**src/verilog/pktgen_macros.svh**
```systemverilog
// Width and limit macros plus reset seed values for the test frame generator
`ifndef PKTGEN_MACROS_SVH
`define PKTGEN_MACROS_SVH

// ---------------------------------------------------------------------------
// Bus widths
// ---------------------------------------------------------------------------
`define PKTGEN_DATA_W      64       // Stream beat width
`define PKTGEN_CSR_ADDR_W  8        // Register address width
`define PKTGEN_CSR_DATA_W  32       // Register data width
`define PKTGEN_LEN_W       16       // Length and sequence fields

// ---------------------------------------------------------------------------
// Frame length limits
// ---------------------------------------------------------------------------
`define PKTGEN_MIN_FRAME   24       // Below this the payload is empty
`define PKTGEN_MAX_FRAME   9600     // Longest frame, larger settings clamp here
`define PKTGEN_HDR_BYTES   18       // Header plus trailer bytes

// PRBS generator width, x^23 + x^18 + 1
`define PKTGEN_PRBS_W      23

// Nonzero seeds so the random payload runs without any seed write
`define PKTGEN_SEED0_RST   32'h5EED_0000
`define PKTGEN_SEED1_RST   32'h5EED_0001
`define PKTGEN_SEED2_RST   32'h0000_000D

`endif
```
**src/verilog/pktgen_stream_pkg.sv**
```systemverilog
// Framer state encoding and stream beat struct
`default_nettype none

`include "pktgen_macros.svh"

package pktgen_stream_pkg;

   // ------------------------------------------------------------------------
   // Framer states
   // ------------------------------------------------------------------------
   // The state names the kind of beat held in the output register;
   // HDR_ADDR with valid low is the gap before a frame
   typedef enum logic [1:0] {
      IDLE     = 2'd0,
      HDR_ADDR = 2'd1,   // Beat 0, DA and SA high
      HDR_LEN  = 2'd2,   // Beat 1, SA low, length, sequence
      PAYLOAD  = 2'd3
   } frame_state_e;

   // ------------------------------------------------------------------------
   // One stream beat
   // ------------------------------------------------------------------------
   typedef struct packed {
      logic [`PKTGEN_DATA_W-1:0] data;    // Byte 0 in the top bits
      logic                      valid;
      logic                      sop;
      logic                      eop;
      logic [2:0]                empty;   // Unused bytes on the eop beat
   } st_beat_t;

endpackage

`default_nettype wire

```
**src/verilog/pktgen_csr_pkg.sv**
```systemverilog
// Register address map and configuration struct for the generator registers
`default_nettype none

`include "pktgen_macros.svh"

package pktgen_csr_pkg;

   // Register addresses, gaps read as zero
   typedef enum logic [`PKTGEN_CSR_ADDR_W-1:0] {
      NUM_FRAMES     = 8'h00,
      PAYLOAD_RANDOM = 8'h02,
      START          = 8'h03,   // Self clearing
      STOP           = 8'h04,
      MAC_SA_LO      = 8'h05,
      MAC_SA_HI      = 8'h06,   // 16 bits
      MAC_DA_LO      = 8'h07,
      MAC_DA_HI      = 8'h08,   // 16 bits
      TX_COUNT       = 8'h09,   // Read only
      SEED0          = 8'h0A,
      SEED1          = 8'h0B,
      SEED2          = 8'h0C,   // 5 bits
      FRAME_LENGTH   = 8'h0D
   } csr_addr_e;

   // Settings handed from the register block to the framer
   typedef struct packed {
      logic [`PKTGEN_CSR_DATA_W-1:0]  num_frames;
      logic [13:0]                    frame_length;
      logic                           payload_random;   // 0 incrementing, 1 PRBS
      logic                           stop;
      logic [47:0]                    mac_da;
      logic [47:0]                    mac_sa;
      logic [3*`PKTGEN_PRBS_W-1:0]    seed;             // {seed2, seed1, seed0}
   } gen_cfg_t;

endpackage

`default_nettype wire

```
**src/verilog/pktgen_top.sv**
```systemverilog
// Top level joining the register block and the framer to the external ports
`timescale 1ns/1ps
`default_nettype none

`include "pktgen_macros.svh"

module pktgen_top (
   input  wire                            clk,
   input  wire                            reset,

   // Register port
   input  wire [`PKTGEN_CSR_ADDR_W-1:0]   address,
   input  wire                            write,
   input  wire                            read,
   input  wire [`PKTGEN_CSR_DATA_W-1:0]   writedata,
   output wire [`PKTGEN_CSR_DATA_W-1:0]   readdata,
   output wire                            waitrequest,

   // Stream port
   input  wire                            tx_ready,
   output wire [`PKTGEN_DATA_W-1:0]       tx_data,
   output wire                            tx_valid,
   output wire                            tx_sop,
   output wire                            tx_eop,
   output wire [2:0]                      tx_empty
);
   import pktgen_csr_pkg::*;
   import pktgen_stream_pkg::*;

   gen_cfg_t                       cfg;
   st_beat_t                       beat;
   logic                           start_pulse;
   logic [`PKTGEN_CSR_DATA_W-1:0]  tx_count;

   pktgen_csr u_csr (
      .clk         (clk),
      .reset       (reset),
      .address     (csr_addr_e'(address)),
      .write       (write),
      .read        (read),
      .writedata   (writedata),
      .tx_count    (tx_count),
      .readdata    (readdata),
      .waitrequest (waitrequest),
      .cfg         (cfg),
      .start_pulse (start_pulse)
   );

   pktgen_framer u_framer (
      .clk         (clk),
      .reset       (reset),
      .cfg         (cfg),
      .start_pulse (start_pulse),
      .tx_ready    (tx_ready),
      .beat        (beat),
      .tx_count    (tx_count)
   );

   // Beat fields onto the stream pins
   assign tx_data  = beat.data;
   assign tx_valid = beat.valid;
   assign tx_sop   = beat.sop;
   assign tx_eop   = beat.eop;
   assign tx_empty = beat.empty;

endmodule

`default_nettype wire

```
**src/verilog/pktgen_framer.sv**
```systemverilog
// Frame FSM, length clamp, sequence and payload pattern, output beat register
`timescale 1ns/1ps
`default_nettype none

`include "pktgen_macros.svh"

module pktgen_framer (
   input  wire                            clk,
   input  wire                            reset,
   input  wire pktgen_csr_pkg::gen_cfg_t  cfg,
   input  wire                            start_pulse,
   input  wire                            tx_ready,
   output pktgen_stream_pkg::st_beat_t    beat,
   output logic [`PKTGEN_CSR_DATA_W-1:0]  tx_count
);
   import pktgen_stream_pkg::*;

   frame_state_e                   state;
   logic [`PKTGEN_LEN_W-1:0]       pay_len;      // Clamped payload length L
   logic [`PKTGEN_LEN_W-1:0]       remain;       // Payload bytes not yet loaded
   logic [`PKTGEN_LEN_W-1:0]       seq_num;
   logic [7:0]                     inc_base;     // First byte of next incrementing beat
   logic [`PKTGEN_LEN_W-1:0]       len_clamp;
   logic [`PKTGEN_DATA_W-1:0]      inc_data;
   logic [`PKTGEN_DATA_W-1:0]      pay_data;
   logic [3*`PKTGEN_PRBS_W-1:0]    prbs_state;
   logic [`PKTGEN_CSR_DATA_W-1:0]  count_nxt;
   logic                           take;         // Beat accepted this cycle
   logic                           pay_load;     // Payload beat loaded this cycle
   logic                           last_pay;
   logic                           run_done;

   // ------------------------------------------------------------------------
   // Payload length from the frame length setting
   // ------------------------------------------------------------------------
   always_comb begin
      if (cfg.frame_length < 14'(`PKTGEN_MIN_FRAME)) begin
         len_clamp = '0;
      end else if (cfg.frame_length > 14'(`PKTGEN_MAX_FRAME)) begin
         len_clamp = 16'(`PKTGEN_MAX_FRAME - `PKTGEN_HDR_BYTES);   // 9582
      end else begin
         len_clamp = 16'(cfg.frame_length) - 16'(`PKTGEN_HDR_BYTES);
      end
   end

   // Incrementing bytes, byte 0 in the top lane
   always_comb begin
      for (int i = 0; i < 8; i++) begin
         inc_data[`PKTGEN_DATA_W-1-8*i -: 8] = inc_base + 8'(i);
      end
   end

   assign pay_data  = cfg.payload_random ? prbs_state[`PKTGEN_DATA_W-1:0] : inc_data;
   assign take      = beat.valid & tx_ready;
   assign pay_load  = take & ~beat.eop & (state == HDR_LEN || state == PAYLOAD);
   assign last_pay  = (remain <= 16'd8);
   assign count_nxt = tx_count + 32'(take && state == HDR_LEN);   // Beat 1 counts
   assign run_done  = cfg.stop | (count_nxt == cfg.num_frames);

   // ------------------------------------------------------------------------
   // PRBS generators, reloaded while idle, stepped per payload beat loaded
   // ------------------------------------------------------------------------
   for (genvar g = 0; g < 3; g++) begin : g_prbs
      pktgen_prbs23 u_prbs (
         .clk    (clk),
         .reset  (reset),
         .load   (state == IDLE),
         .enable (pay_load),
         .seed   (cfg.seed[g*`PKTGEN_PRBS_W +: `PKTGEN_PRBS_W]),
         .state  (prbs_state[g*`PKTGEN_PRBS_W +: `PKTGEN_PRBS_W])
      );
   end

   // ------------------------------------------------------------------------
   // Frame FSM and output beat register
   // ------------------------------------------------------------------------
   always_ff @(posedge clk or posedge reset) begin
      if (reset) begin
         state    <= IDLE;
         beat     <= '0;
         pay_len  <= '0;
         remain   <= '0;
         seq_num  <= '0;
         inc_base <= '0;
         tx_count <= '0;
      end else begin
         case (state)
            IDLE: begin
               if (start_pulse) begin           // Ignored once a run is going
                  state    <= HDR_ADDR;
                  pay_len  <= len_clamp;
                  seq_num  <= '0;
                  tx_count <= '0;
               end
            end
            HDR_ADDR: begin
               if (!beat.valid) begin           // Gap over, present beat 0
                  beat <= '{data:  {cfg.mac_da, cfg.mac_sa[47:32]},
                            valid: 1'b1,
                            sop:   1'b1,
                            eop:   1'b0,
                            empty: 3'd0};
               end else if (tx_ready) begin
                  beat.data <= {cfg.mac_sa[31:0], pay_len + 16'd6, seq_num};
                  beat.sop  <= 1'b0;
                  beat.eop  <= (pay_len == '0); // Header only frame
                  remain    <= pay_len;
                  inc_base  <= '0;
                  state     <= HDR_LEN;
               end
            end
            default: begin                      // HDR_LEN and PAYLOAD
               if (take) begin
                  tx_count <= count_nxt;
                  if (beat.eop) begin
                     // Frame done, one idle beat before the next one
                     beat.valid <= 1'b0;
                     beat.eop   <= 1'b0;
                     beat.empty <= 3'd0;
                     seq_num    <= seq_num + 16'd1;
                     pay_len    <= len_clamp;
                     state      <= run_done ? IDLE : HDR_ADDR;
                  end else begin
                     beat.data  <= pay_data;
                     beat.eop   <= last_pay;
                     beat.empty <= last_pay ? 3'd0 - remain[2:0] : 3'd0;
                     remain     <= remain - 16'd8;
                     inc_base   <= inc_base + 8'd8;
                     state      <= PAYLOAD;
                  end
               end
            end
         endcase
      end
   end

   a_empty_eop: assert property (@(posedge clk) disable iff (reset)
      beat.valid && beat.empty != 3'd0 |-> beat.eop);

   // Back-pressure freezes the whole beat
   a_hold: assert property (@(posedge clk) disable iff (reset)
      beat.valid && !tx_ready |=> $stable(beat));

endmodule

`default_nettype wire

```
**src/verilog/pktgen_prbs23.sv**
```systemverilog
// 23-bit PRBS generator advancing 23 bit steps per enable
`timescale 1ns/1ps
`default_nettype none

`include "pktgen_macros.svh"

module pktgen_prbs23 (
   input  wire                        clk,
   input  wire                        reset,
   input  wire                        load,      // Seed load, wins over enable
   input  wire                        enable,
   input  wire [`PKTGEN_PRBS_W-1:0]   seed,
   output logic [`PKTGEN_PRBS_W-1:0]  state
);

   localparam int TAP = 18;                      // x^18 term

   logic [`PKTGEN_PRBS_W-1:0] state_nxt;

   // Unrolled right shifts, new top bit from the tap and bit 0
   always_comb begin
      state_nxt = state;
      for (int i = 0; i < `PKTGEN_PRBS_W; i++) begin
         state_nxt = {state_nxt[TAP] ^ state_nxt[0], state_nxt[`PKTGEN_PRBS_W-1:1]};
      end
   end

   always_ff @(posedge clk or posedge reset) begin
      if (reset) begin
         state <= '0;
      end else if (load) begin
         state <= seed;
      end else if (enable) begin
         state <= state_nxt;
      end
   end

endmodule

`default_nettype wire

```
**src/verilog/pktgen_csr.sv**
```systemverilog
// Settings registers, readback mux, waitrequest pulse and start edge detect
`timescale 1ns/1ps
`default_nettype none

`include "pktgen_macros.svh"

module pktgen_csr (
   input  wire                             clk,
   input  wire                             reset,
   input  wire pktgen_csr_pkg::csr_addr_e  address,
   input  wire                             write,
   input  wire                             read,
   input  wire [`PKTGEN_CSR_DATA_W-1:0]    writedata,
   input  wire [`PKTGEN_CSR_DATA_W-1:0]    tx_count,     // From the framer
   output logic [`PKTGEN_CSR_DATA_W-1:0]   readdata,
   output logic                            waitrequest,
   output pktgen_csr_pkg::gen_cfg_t        cfg,
   output logic                            start_pulse
);
   import pktgen_csr_pkg::*;

   logic [`PKTGEN_CSR_DATA_W-1:0] num_frames;
   logic [13:0]                   frame_length;
   logic                          payload_random;
   logic                          stop;
   logic [31:0]                   mac_sa_lo;
   logic [15:0]                   mac_sa_hi;
   logic [31:0]                   mac_da_lo;
   logic [15:0]                   mac_da_hi;
   logic [31:0]                   seed0;
   logic [31:0]                   seed1;
   logic [4:0]                    seed2;
   logic                          start_reg;   // Self clearing start bit
   logic                          start_d;
   logic                          access_d;    // Strobe seen last cycle

   // ------------------------------------------------------------------------
   // Register writes
   // ------------------------------------------------------------------------
   always_ff @(posedge clk or posedge reset) begin
      if (reset) begin
         num_frames     <= '0;
         frame_length   <= '0;
         payload_random <= 1'b0;
         stop           <= 1'b0;
         mac_sa_lo      <= '0;
         mac_sa_hi      <= '0;
         mac_da_lo      <= '0;
         mac_da_hi      <= '0;
         seed0          <= `PKTGEN_SEED0_RST;
         seed1          <= `PKTGEN_SEED1_RST;
         seed2          <= 5'(`PKTGEN_SEED2_RST);
         start_reg      <= 1'b0;
      end else begin
         start_reg <= 1'b0;                     // Clears itself next cycle
         if (write) begin
            case (address)
               NUM_FRAMES:     num_frames     <= writedata;
               PAYLOAD_RANDOM: payload_random <= writedata[0];
               START:          start_reg      <= writedata[0];
               STOP:           stop           <= writedata[0];   // Level
               MAC_SA_LO:      mac_sa_lo      <= writedata;
               MAC_SA_HI:      mac_sa_hi      <= writedata[15:0];
               MAC_DA_LO:      mac_da_lo      <= writedata;
               MAC_DA_HI:      mac_da_hi      <= writedata[15:0];
               SEED0:          seed0          <= writedata;
               SEED1:          seed1          <= writedata;
               SEED2:          seed2          <= writedata[4:0];
               FRAME_LENGTH:   frame_length   <= writedata[13:0];
               default: ;                       // TX_COUNT is read only
            endcase
         end
      end
   end

   // Edge detect on the start bit, one pulse per write of 1
   always_ff @(posedge clk or posedge reset) begin
      if (reset) begin
         start_d  <= 1'b0;
         access_d <= 1'b0;
      end else begin
         start_d  <= start_reg;
         access_d <= read | write;
      end
   end

   assign start_pulse = start_reg & ~start_d;
   assign waitrequest = (read | write) & ~access_d;   // First cycle of an access

   // ------------------------------------------------------------------------
   // Readback, registered and held until the next read
   // ------------------------------------------------------------------------
   always_ff @(posedge clk or posedge reset) begin
      if (reset) begin
         readdata <= '0;
      end else if (read) begin
         case (address)
            NUM_FRAMES:     readdata <= num_frames;
            PAYLOAD_RANDOM: readdata <= 32'(payload_random);
            STOP:           readdata <= 32'(stop);
            MAC_SA_LO:      readdata <= mac_sa_lo;
            MAC_SA_HI:      readdata <= 32'(mac_sa_hi);
            MAC_DA_LO:      readdata <= mac_da_lo;
            MAC_DA_HI:      readdata <= 32'(mac_da_hi);
            TX_COUNT:       readdata <= tx_count;
            SEED0:          readdata <= seed0;
            SEED1:          readdata <= seed1;
            SEED2:          readdata <= 32'(seed2);
            FRAME_LENGTH:   readdata <= 32'(frame_length);
            default:        readdata <= '0;     // START and holes
         endcase
      end
   end

   assign cfg = '{num_frames:     num_frames,
                  frame_length:   frame_length,
                  payload_random: payload_random,
                  stop:           stop,
                  mac_da:         {mac_da_hi, mac_da_lo},
                  mac_sa:         {mac_sa_hi, mac_sa_lo},
                  seed:           {seed2, seed1, seed0}};

   // Back to back start writes still give isolated pulses
   a_start_single: assert property (@(posedge clk) disable iff (reset)
      start_pulse |=> !start_pulse);

endmodule

`default_nettype wire

```
**config.mk**
```make
export PLATFORM = sky130hd
export DESIGN_NAME = pktgen_top
export DESIGN_NICKNAME = d
export VERILOG_FILES = /design/src/verilog/pktgen_stream_pkg.sv /design/src/verilog/pktgen_csr_pkg.sv /design/src/verilog/pktgen_top.sv /design/src/verilog/pktgen_framer.sv /design/src/verilog/pktgen_prbs23.sv /design/src/verilog/pktgen_csr.sv
export VERILOG_INCLUDE_DIRS = /design/src /design/src/verilog
export SDC_FILE = /design/constraint.sdc
export NUM_CORES = 1
export LEC_CHECK = 0
export BUFFER_PORTS_ARGS = -buffer_cell sky130_fd_sc_hd__buf_4
export CAP_MARGIN = 20
export CORE_ASPECT_RATIO = 1.1
export CORE_MARGIN = 2
export CORE_UTILIZATION = 40
export CTS_CLUSTER_SIZE = 12
export DETAILED_ROUTE_END_ITERATION = 16
export GPL_TIMING_DRIVEN = 1
export HOLD_SLACK_MARGIN = 0.03
export PLACE_DENSITY_LB_ADDON = 0.25
export SLEW_MARGIN = 10
export SYNTH_ARGS = -nofsm -noshare
export SYNTH_HDL_FRONTEND = slang
export SYNTH_SLANG_ARGS = --single-unit
```
**constraint.sdc**
```tcl
create_clock -name clk -period 24.3 [get_ports clk]
set_input_delay 0 -clock clk [delete_from_list [all_inputs] [get_ports clk]]
set_output_delay 0 -clock clk [all_outputs]
set_load 0.1 [all_outputs]
```
======== Word level (Yosys, flattened, before mapping) ========
Cells that the tools add are included.
storage, ports and cells
  bits in registers ....................... 477
  bits in latches ......................... 0
  RAM bits ................................ 0
  ROM bits ................................ 0
  input port bits ......................... 45
  output and inout port bits .............. 103
  word-level logic and storage cells ...... 234
  memories kept ........................... 0
cells by class
  add/subtract/negate cells ............... 14
  multiply operators ...................... 0
  divide/modulo/power cells ............... 0
  $lt $le $gt $ge ......................... 3
  equal/unequal tests ..................... 23
  shift-type cells ........................ 0
  multiplexer cells ....................... 53
  bitwise logic cells ..................... 81
  reductions and logical operators ........ 31
operators with widths
  cell                   number
  $pmux 32 s12           1
  $mux 64                4
  $mux 16                12
  $mux 23                6
  $pmux 65 s2            1
  $pmux 16 s2            3
  $xor 1x1->1            69
  $mux 65                1
  $mux 32                2
  $pmux 32 s2            1
  $eq 8x4->1 const B     6
  $add 32x1->32          1
  $add 8x3->8 const B    4
  $eq 32x32->1           1
  $eq 8x3->1 const B     4
  $mux 8                 4
  $reduce_and 2->1       12
  $add 16x1->16 const B  1
  $add 16x3->16 const B  1
  $add 8x2->8 const B    2
  $eq 8x2->1 const B     2
  $le 16x4->1 const B    1
  $logic_not 16->1       1
  $pmux 8 s2             1
  other kinds (30)       64

======== Depth between registers and ports, before layout ========
  depth in word-level cells ............... 9
  gate-level depth with buffers ........... 14
  gate-level depth less buffers ........... 11

======== Modules after synthesis ========
From an unflattened synthesis, not the netlist that was laid out.
second synthesis, totals
  cells, all modules ...................... 2377
  area, all modules ....................... 24891.4 um^2
modules (own cells, without submodules)
  module         instances  cells each  area each (um^2)  seq. area each (um^2)
  pktgen_csr     1          804         11099.4           6238.5
  pktgen_framer  1          1138        9633.0            3903.7
  pktgen_prbs23  3          145         1386.3            575.6

======== Worst setup path before layout ========
Ideal clock, no wire load.
  kind .................................... register -> register
  start ................................... register u_framer.beat[5] (netlist name)
  end ..................................... register u_framer.state[0]
  library setup time ...................... 133 ps
  arrival time ............................ 4230 ps
  required time ........................... 24167 ps
  slack ................................... 19937 ps
  stages on the path, launching flop included .. 15
  path buffers ............................ 3
  clock period less this slack ............ 4363 ps
  path through ............................ dfrtp_1 -> clkbuf_1 -> nand3_1 -> clkbuf_1 -> nor2_1 -> ha_1 -> ha_1 -> nand3_2 -> or4_4 -> buf_6 -> or4_4 -> xnor2_1 -> o2111ai_1 -> a2111oi_2 -> a31oi_1
between the ends
  word-level cells in the longest chain between the ends .. 9
  elaborated cells between the ends (all ways) .. 12
  classes of those cells .................. add/sub (1); eq/ne (2); mux (4); bitwise (2); reduce/logical (3)
RTL lines
  item                    RTL line              text
  $and 1x1->1             pktgen_framer.sv:54   assign take = beat.valid & tx_ready;
  $logic_and 1x1->1       pktgen_framer.sv:57   assign count_nxt = tx_count + 32'(take && state == HDR_LEN);
  $add 32x1->32           pktgen_framer.sv:57
  $eq 32x32->1            pktgen_framer.sv:58   assign run_done = cfg.stop | (count_nxt == cfg.num_frames);
  $or 1x1->1              pktgen_framer.sv:58
  $mux 1                  pktgen_framer.sv:122  state <= run_done ? IDLE : HDR_ADDR;
  $mux 2                  pktgen_framer.sv:115  if (beat.eop) begin
  $mux 2                  pktgen_framer.sv:113  if (take) begin
  $pmux 2 s2              pktgen_framer.sv:87   case (state)
  end signal: assignment  pktgen_framer.sv:122
  end: declaration        pktgen_framer.sv:18   frame_state_e state;
Parallel ways exist; a longest one is shown, timed or not. The select of a mux whose other input is x is not followed.
A chain may end at the register's enable or synchronous reset.

======== Worst setup path in the final report ========
  start ................................... register u_framer.state[1]
  end ..................................... register u_framer.state[0]
between the ends
  word-level cells in the longest chain between the ends .. 9
  elaborated cells between the ends (all ways) .. 16
  classes of those cells .................. add/sub (1); eq/ne (6); mux (4); bitwise (1); reduce/logical (4)
RTL lines
  item               RTL line
  $eq 2x2->1         pktgen_framer.sv:57
  $logic_and 1x1->1  pktgen_framer.sv:57
  $add 32x1->32      pktgen_framer.sv:57
  $eq 32x32->1       pktgen_framer.sv:58
  $or 1x1->1         pktgen_framer.sv:58
  $mux 1             pktgen_framer.sv:122
  $mux 2             pktgen_framer.sv:115
  $mux 2             pktgen_framer.sv:113
  $pmux 2 s2         pktgen_framer.sv:87
Parallel ways exist; a longest one is shown, timed or not. The select of a mux whose other input is x is not followed.

==> flow_metrics.tcl <==
set metrics [dict create \
    clk_latency_ns 0.63 \
    yosysSeqAreaShare_pct 49.4 \
    post_cts_buffers 0 \
    finalNonFillerCells 3233 \
    numCtsBuffers 51 \
    dp_slack_ns 20.12 \
    drc 0 \
    period_minus_slack_ns 4.29 \
    top_regs "u_framer.beat: 70 flops, u_framer.g_prbs.u_prbs.state: 69 flops" \
    fmax_mhz 233 \
    grt_antenna_before_repair 2 \
    grt_pass1_vias 19380 \
    finalCritPeriodShare_pct 17.7 \
    globalRouteOverflowTotal 0 \
    synth_nets 2357 \
    grt_first_pass_wirelength_um 132000 \
    tns_ns 0 \
    insertedDiodeCount 0 \
    wirelength_um 89400 \
    tightest_slew_ns 1.16 \
    grt.total_usage_pct 28.6 \
    routed_via_density 6.16 \
    slowest_stage "dfrtp_1" \
    layout_common_cells "445 x dfrtp_1, 223 x mux2_2, 207 x nand2_1" \
    syn_area_sq_um 24000 \
    cts_tree "done" \
    finalWorstSetupSlack_ns 20.01 \
    largest_reg_flops 70 \
    gp_congestion 0.944 \
    maxSlewViolCount 0 \
    dp_cells 3097 \
    h-tree-depth 2 \
    root_buffer "clkbuf_16" \
    worstPathCellList "nand3_2, buf_4, nor2_1, ha_1, ha_1, nand3_2, or4_4, or4_4, xnor2_1, o2111ai_1, a2111oi_2, a31oi_1" \
    drt-initial-drc-count 1993 \
    ir_worst_vdd_mv 0.0942 \
    hold_viol 0 \
    clock_sinks 473 \
    grt_max_degree 111 \
    io_pins 148 \
    syn_area_per_cell_sq_um 10.4 \
    initial_core_util_pct 40.3 \
    synthDistinctLibCells 70 \
    setup_violations 0 \
    layout-drive-gt1-share_pct 22.5 \
    fill_cells 5496 \
    mostFrequentLayoutCell "dfrtp_1" \
    vias 19911 \
    num_rows 94 \
    start_kind "register" \
    synthCells 2302 \
    leakagePower_nw 12.2 \
    yosys_warnings 0 \
    p_per_area_nw_per_um2 112 \
    cp-end-kind "register" \
    dieWidth_um 238 \
    finalClockSkew_ns 0.0338 \
    clk_pin_slew_ns 0.06 \
    die_height_um 261 \
    hp-class "input port to asynchronous set/reset pin" \
    core-area_sq_um 59600 \
    dr.pass1.iters 8 \
    async_flop_share_pct 100 \
    critical_path_class "register to register" \
    die_area_sq_um 62100 \
    max_stage_delay_ns 0.77 \
    nNetsFinal 2479 \
    port-buffer-count 147 \
    cp.arrival_ns 4.78 \
    status "completed" \
    clk_path_buf_depth 3 \
    drtAntennaViolNets 0 \
    cp_max_fo 46 \
    wl_per_cell_um 27.6 \
    ys_ff_latch 473 \
    synth_edf_count 0 \
    synth_ff_type "dfrtp_1" \
    synthToLayoutAreaGrowth_pct 16.3 \
    cap_violations 0 \
    top_register "u_framer.beat" \
    hpwl_um 64800 \
    slew-limit-headroom_pct 22.4 \
    rsz0062_at_grt "false" \
    cp.required_ns 24.79 \
]
==> stage by stage <==
step	total power, mW	area [sq um]	util, %	hold slack, ns
2_1_floorplan	1.98	24000	-	0.151
3_3_place_gp	2.30	25900	43.4	0.179
3_5_place_dp	2.32	25900	43.4	0.178
4_1_cts	3.12	28000	46.9	0.0856
5_1_grt	3.25	28000	46.9	0.115
6_report	3.12	28000	46.9	0.00938
==> cell type report <==
cell class,count,area [sq um],area share (%)
flip-flops and latches,473,11900,42.5
inverters,60,233,0.832
well taps,768,961,3.44
repair buffers,224,1790,6.39
clock inverters,14,191,0.685
multi-input cells,1614,11400,40.8
clock buffers,80,1500,5.35
==> power breakdown <==
part	leakage (nW)	internal (mW)	switching, mW	total [mW]
Sequential	6.23	0.934	0.184	1.12
Combinational	5.13	0.352	0.857	1.21
Clock	0.822	0.456	0.340	0.796
==> what timing repair did <==
action                                  CTS  global route
resized for setup                         0             0
hold buffers                             42             0
endpoints found under the setup margin    0             0
hold endpoints to repair                357             0
==> logic make-up after synthesis <==
logic type      Yosys count  share of synthesized area, %
buf+inv                 215                          3.46
fa+ha+maj                10                         0.520
mux                     273                          12.8
xor+xnor                156                          5.68
simple gates            602                          12.2
compound gates          573                          16.0
flops                   473                          49.4
==> metal layers <==
metal	track usage [%]	routed length [um]
met3	3.64	5900
met2	45.5	41300
met1	39.1	37600
met5	0	27
met4	13.2	4510
==> Yosys cell counts (16+ instances only) <==
cell type	n	area (sq um)
dfrtp_1	447	11200
nand4_1	26	163
o21ai_0	190	951
nor3b_1	27	203
clkbuf_1	127	477
o22ai_1	34	213
nand3_1	68	340
a221o_1	30	300
mux2i_1	45	450
nor2_1	147	552
mux2_2	223	2510
a22oi_1	88	661
xor2_1	58	508
nor3_1	24	120
nand3b_1	16	120
o31ai_1	19	143
o22a_1	30	263
a21oi_1	58	290
a221oi_1	41	359
nand2_1	209	785
xnor2_1	98	858
a31oi_1	23	144
inv_1	59	221
nor4_1	17	106
dfstp_2	26	683
buf_1	19	71.3
==> final timing paths <==
path | start | to | slack (ns) | cells past startpoint
max | u_framer.state[1] | u_framer.state[0] | 20.01 | 12
min | reset | u_framer.beat[1] | 0.009 | 3
max reg2reg | u_framer.state[1] | u_framer.state[0] | 20.01 | 12
min reg2reg | u_csr.start_reg | u_csr.start_d | 0.40 | 0
max in group asynchronous | reset | u_csr.num_frames[18] | 21.48 | 6
min in group clk | writedata[30] | u_csr.num_frames[30] | 0.20 | 3
==> critical path: cells and delay by family (launching register included) <==
family          cells  cell delay (ns)
fa+ha+maj           2             0.46
xor+xnor            1             0.19
compound gates      3             0.63
simple gates        5             1.77
flops               1             0.77
buf+inv             1             0.31
(Power assumes the default switching activity.)
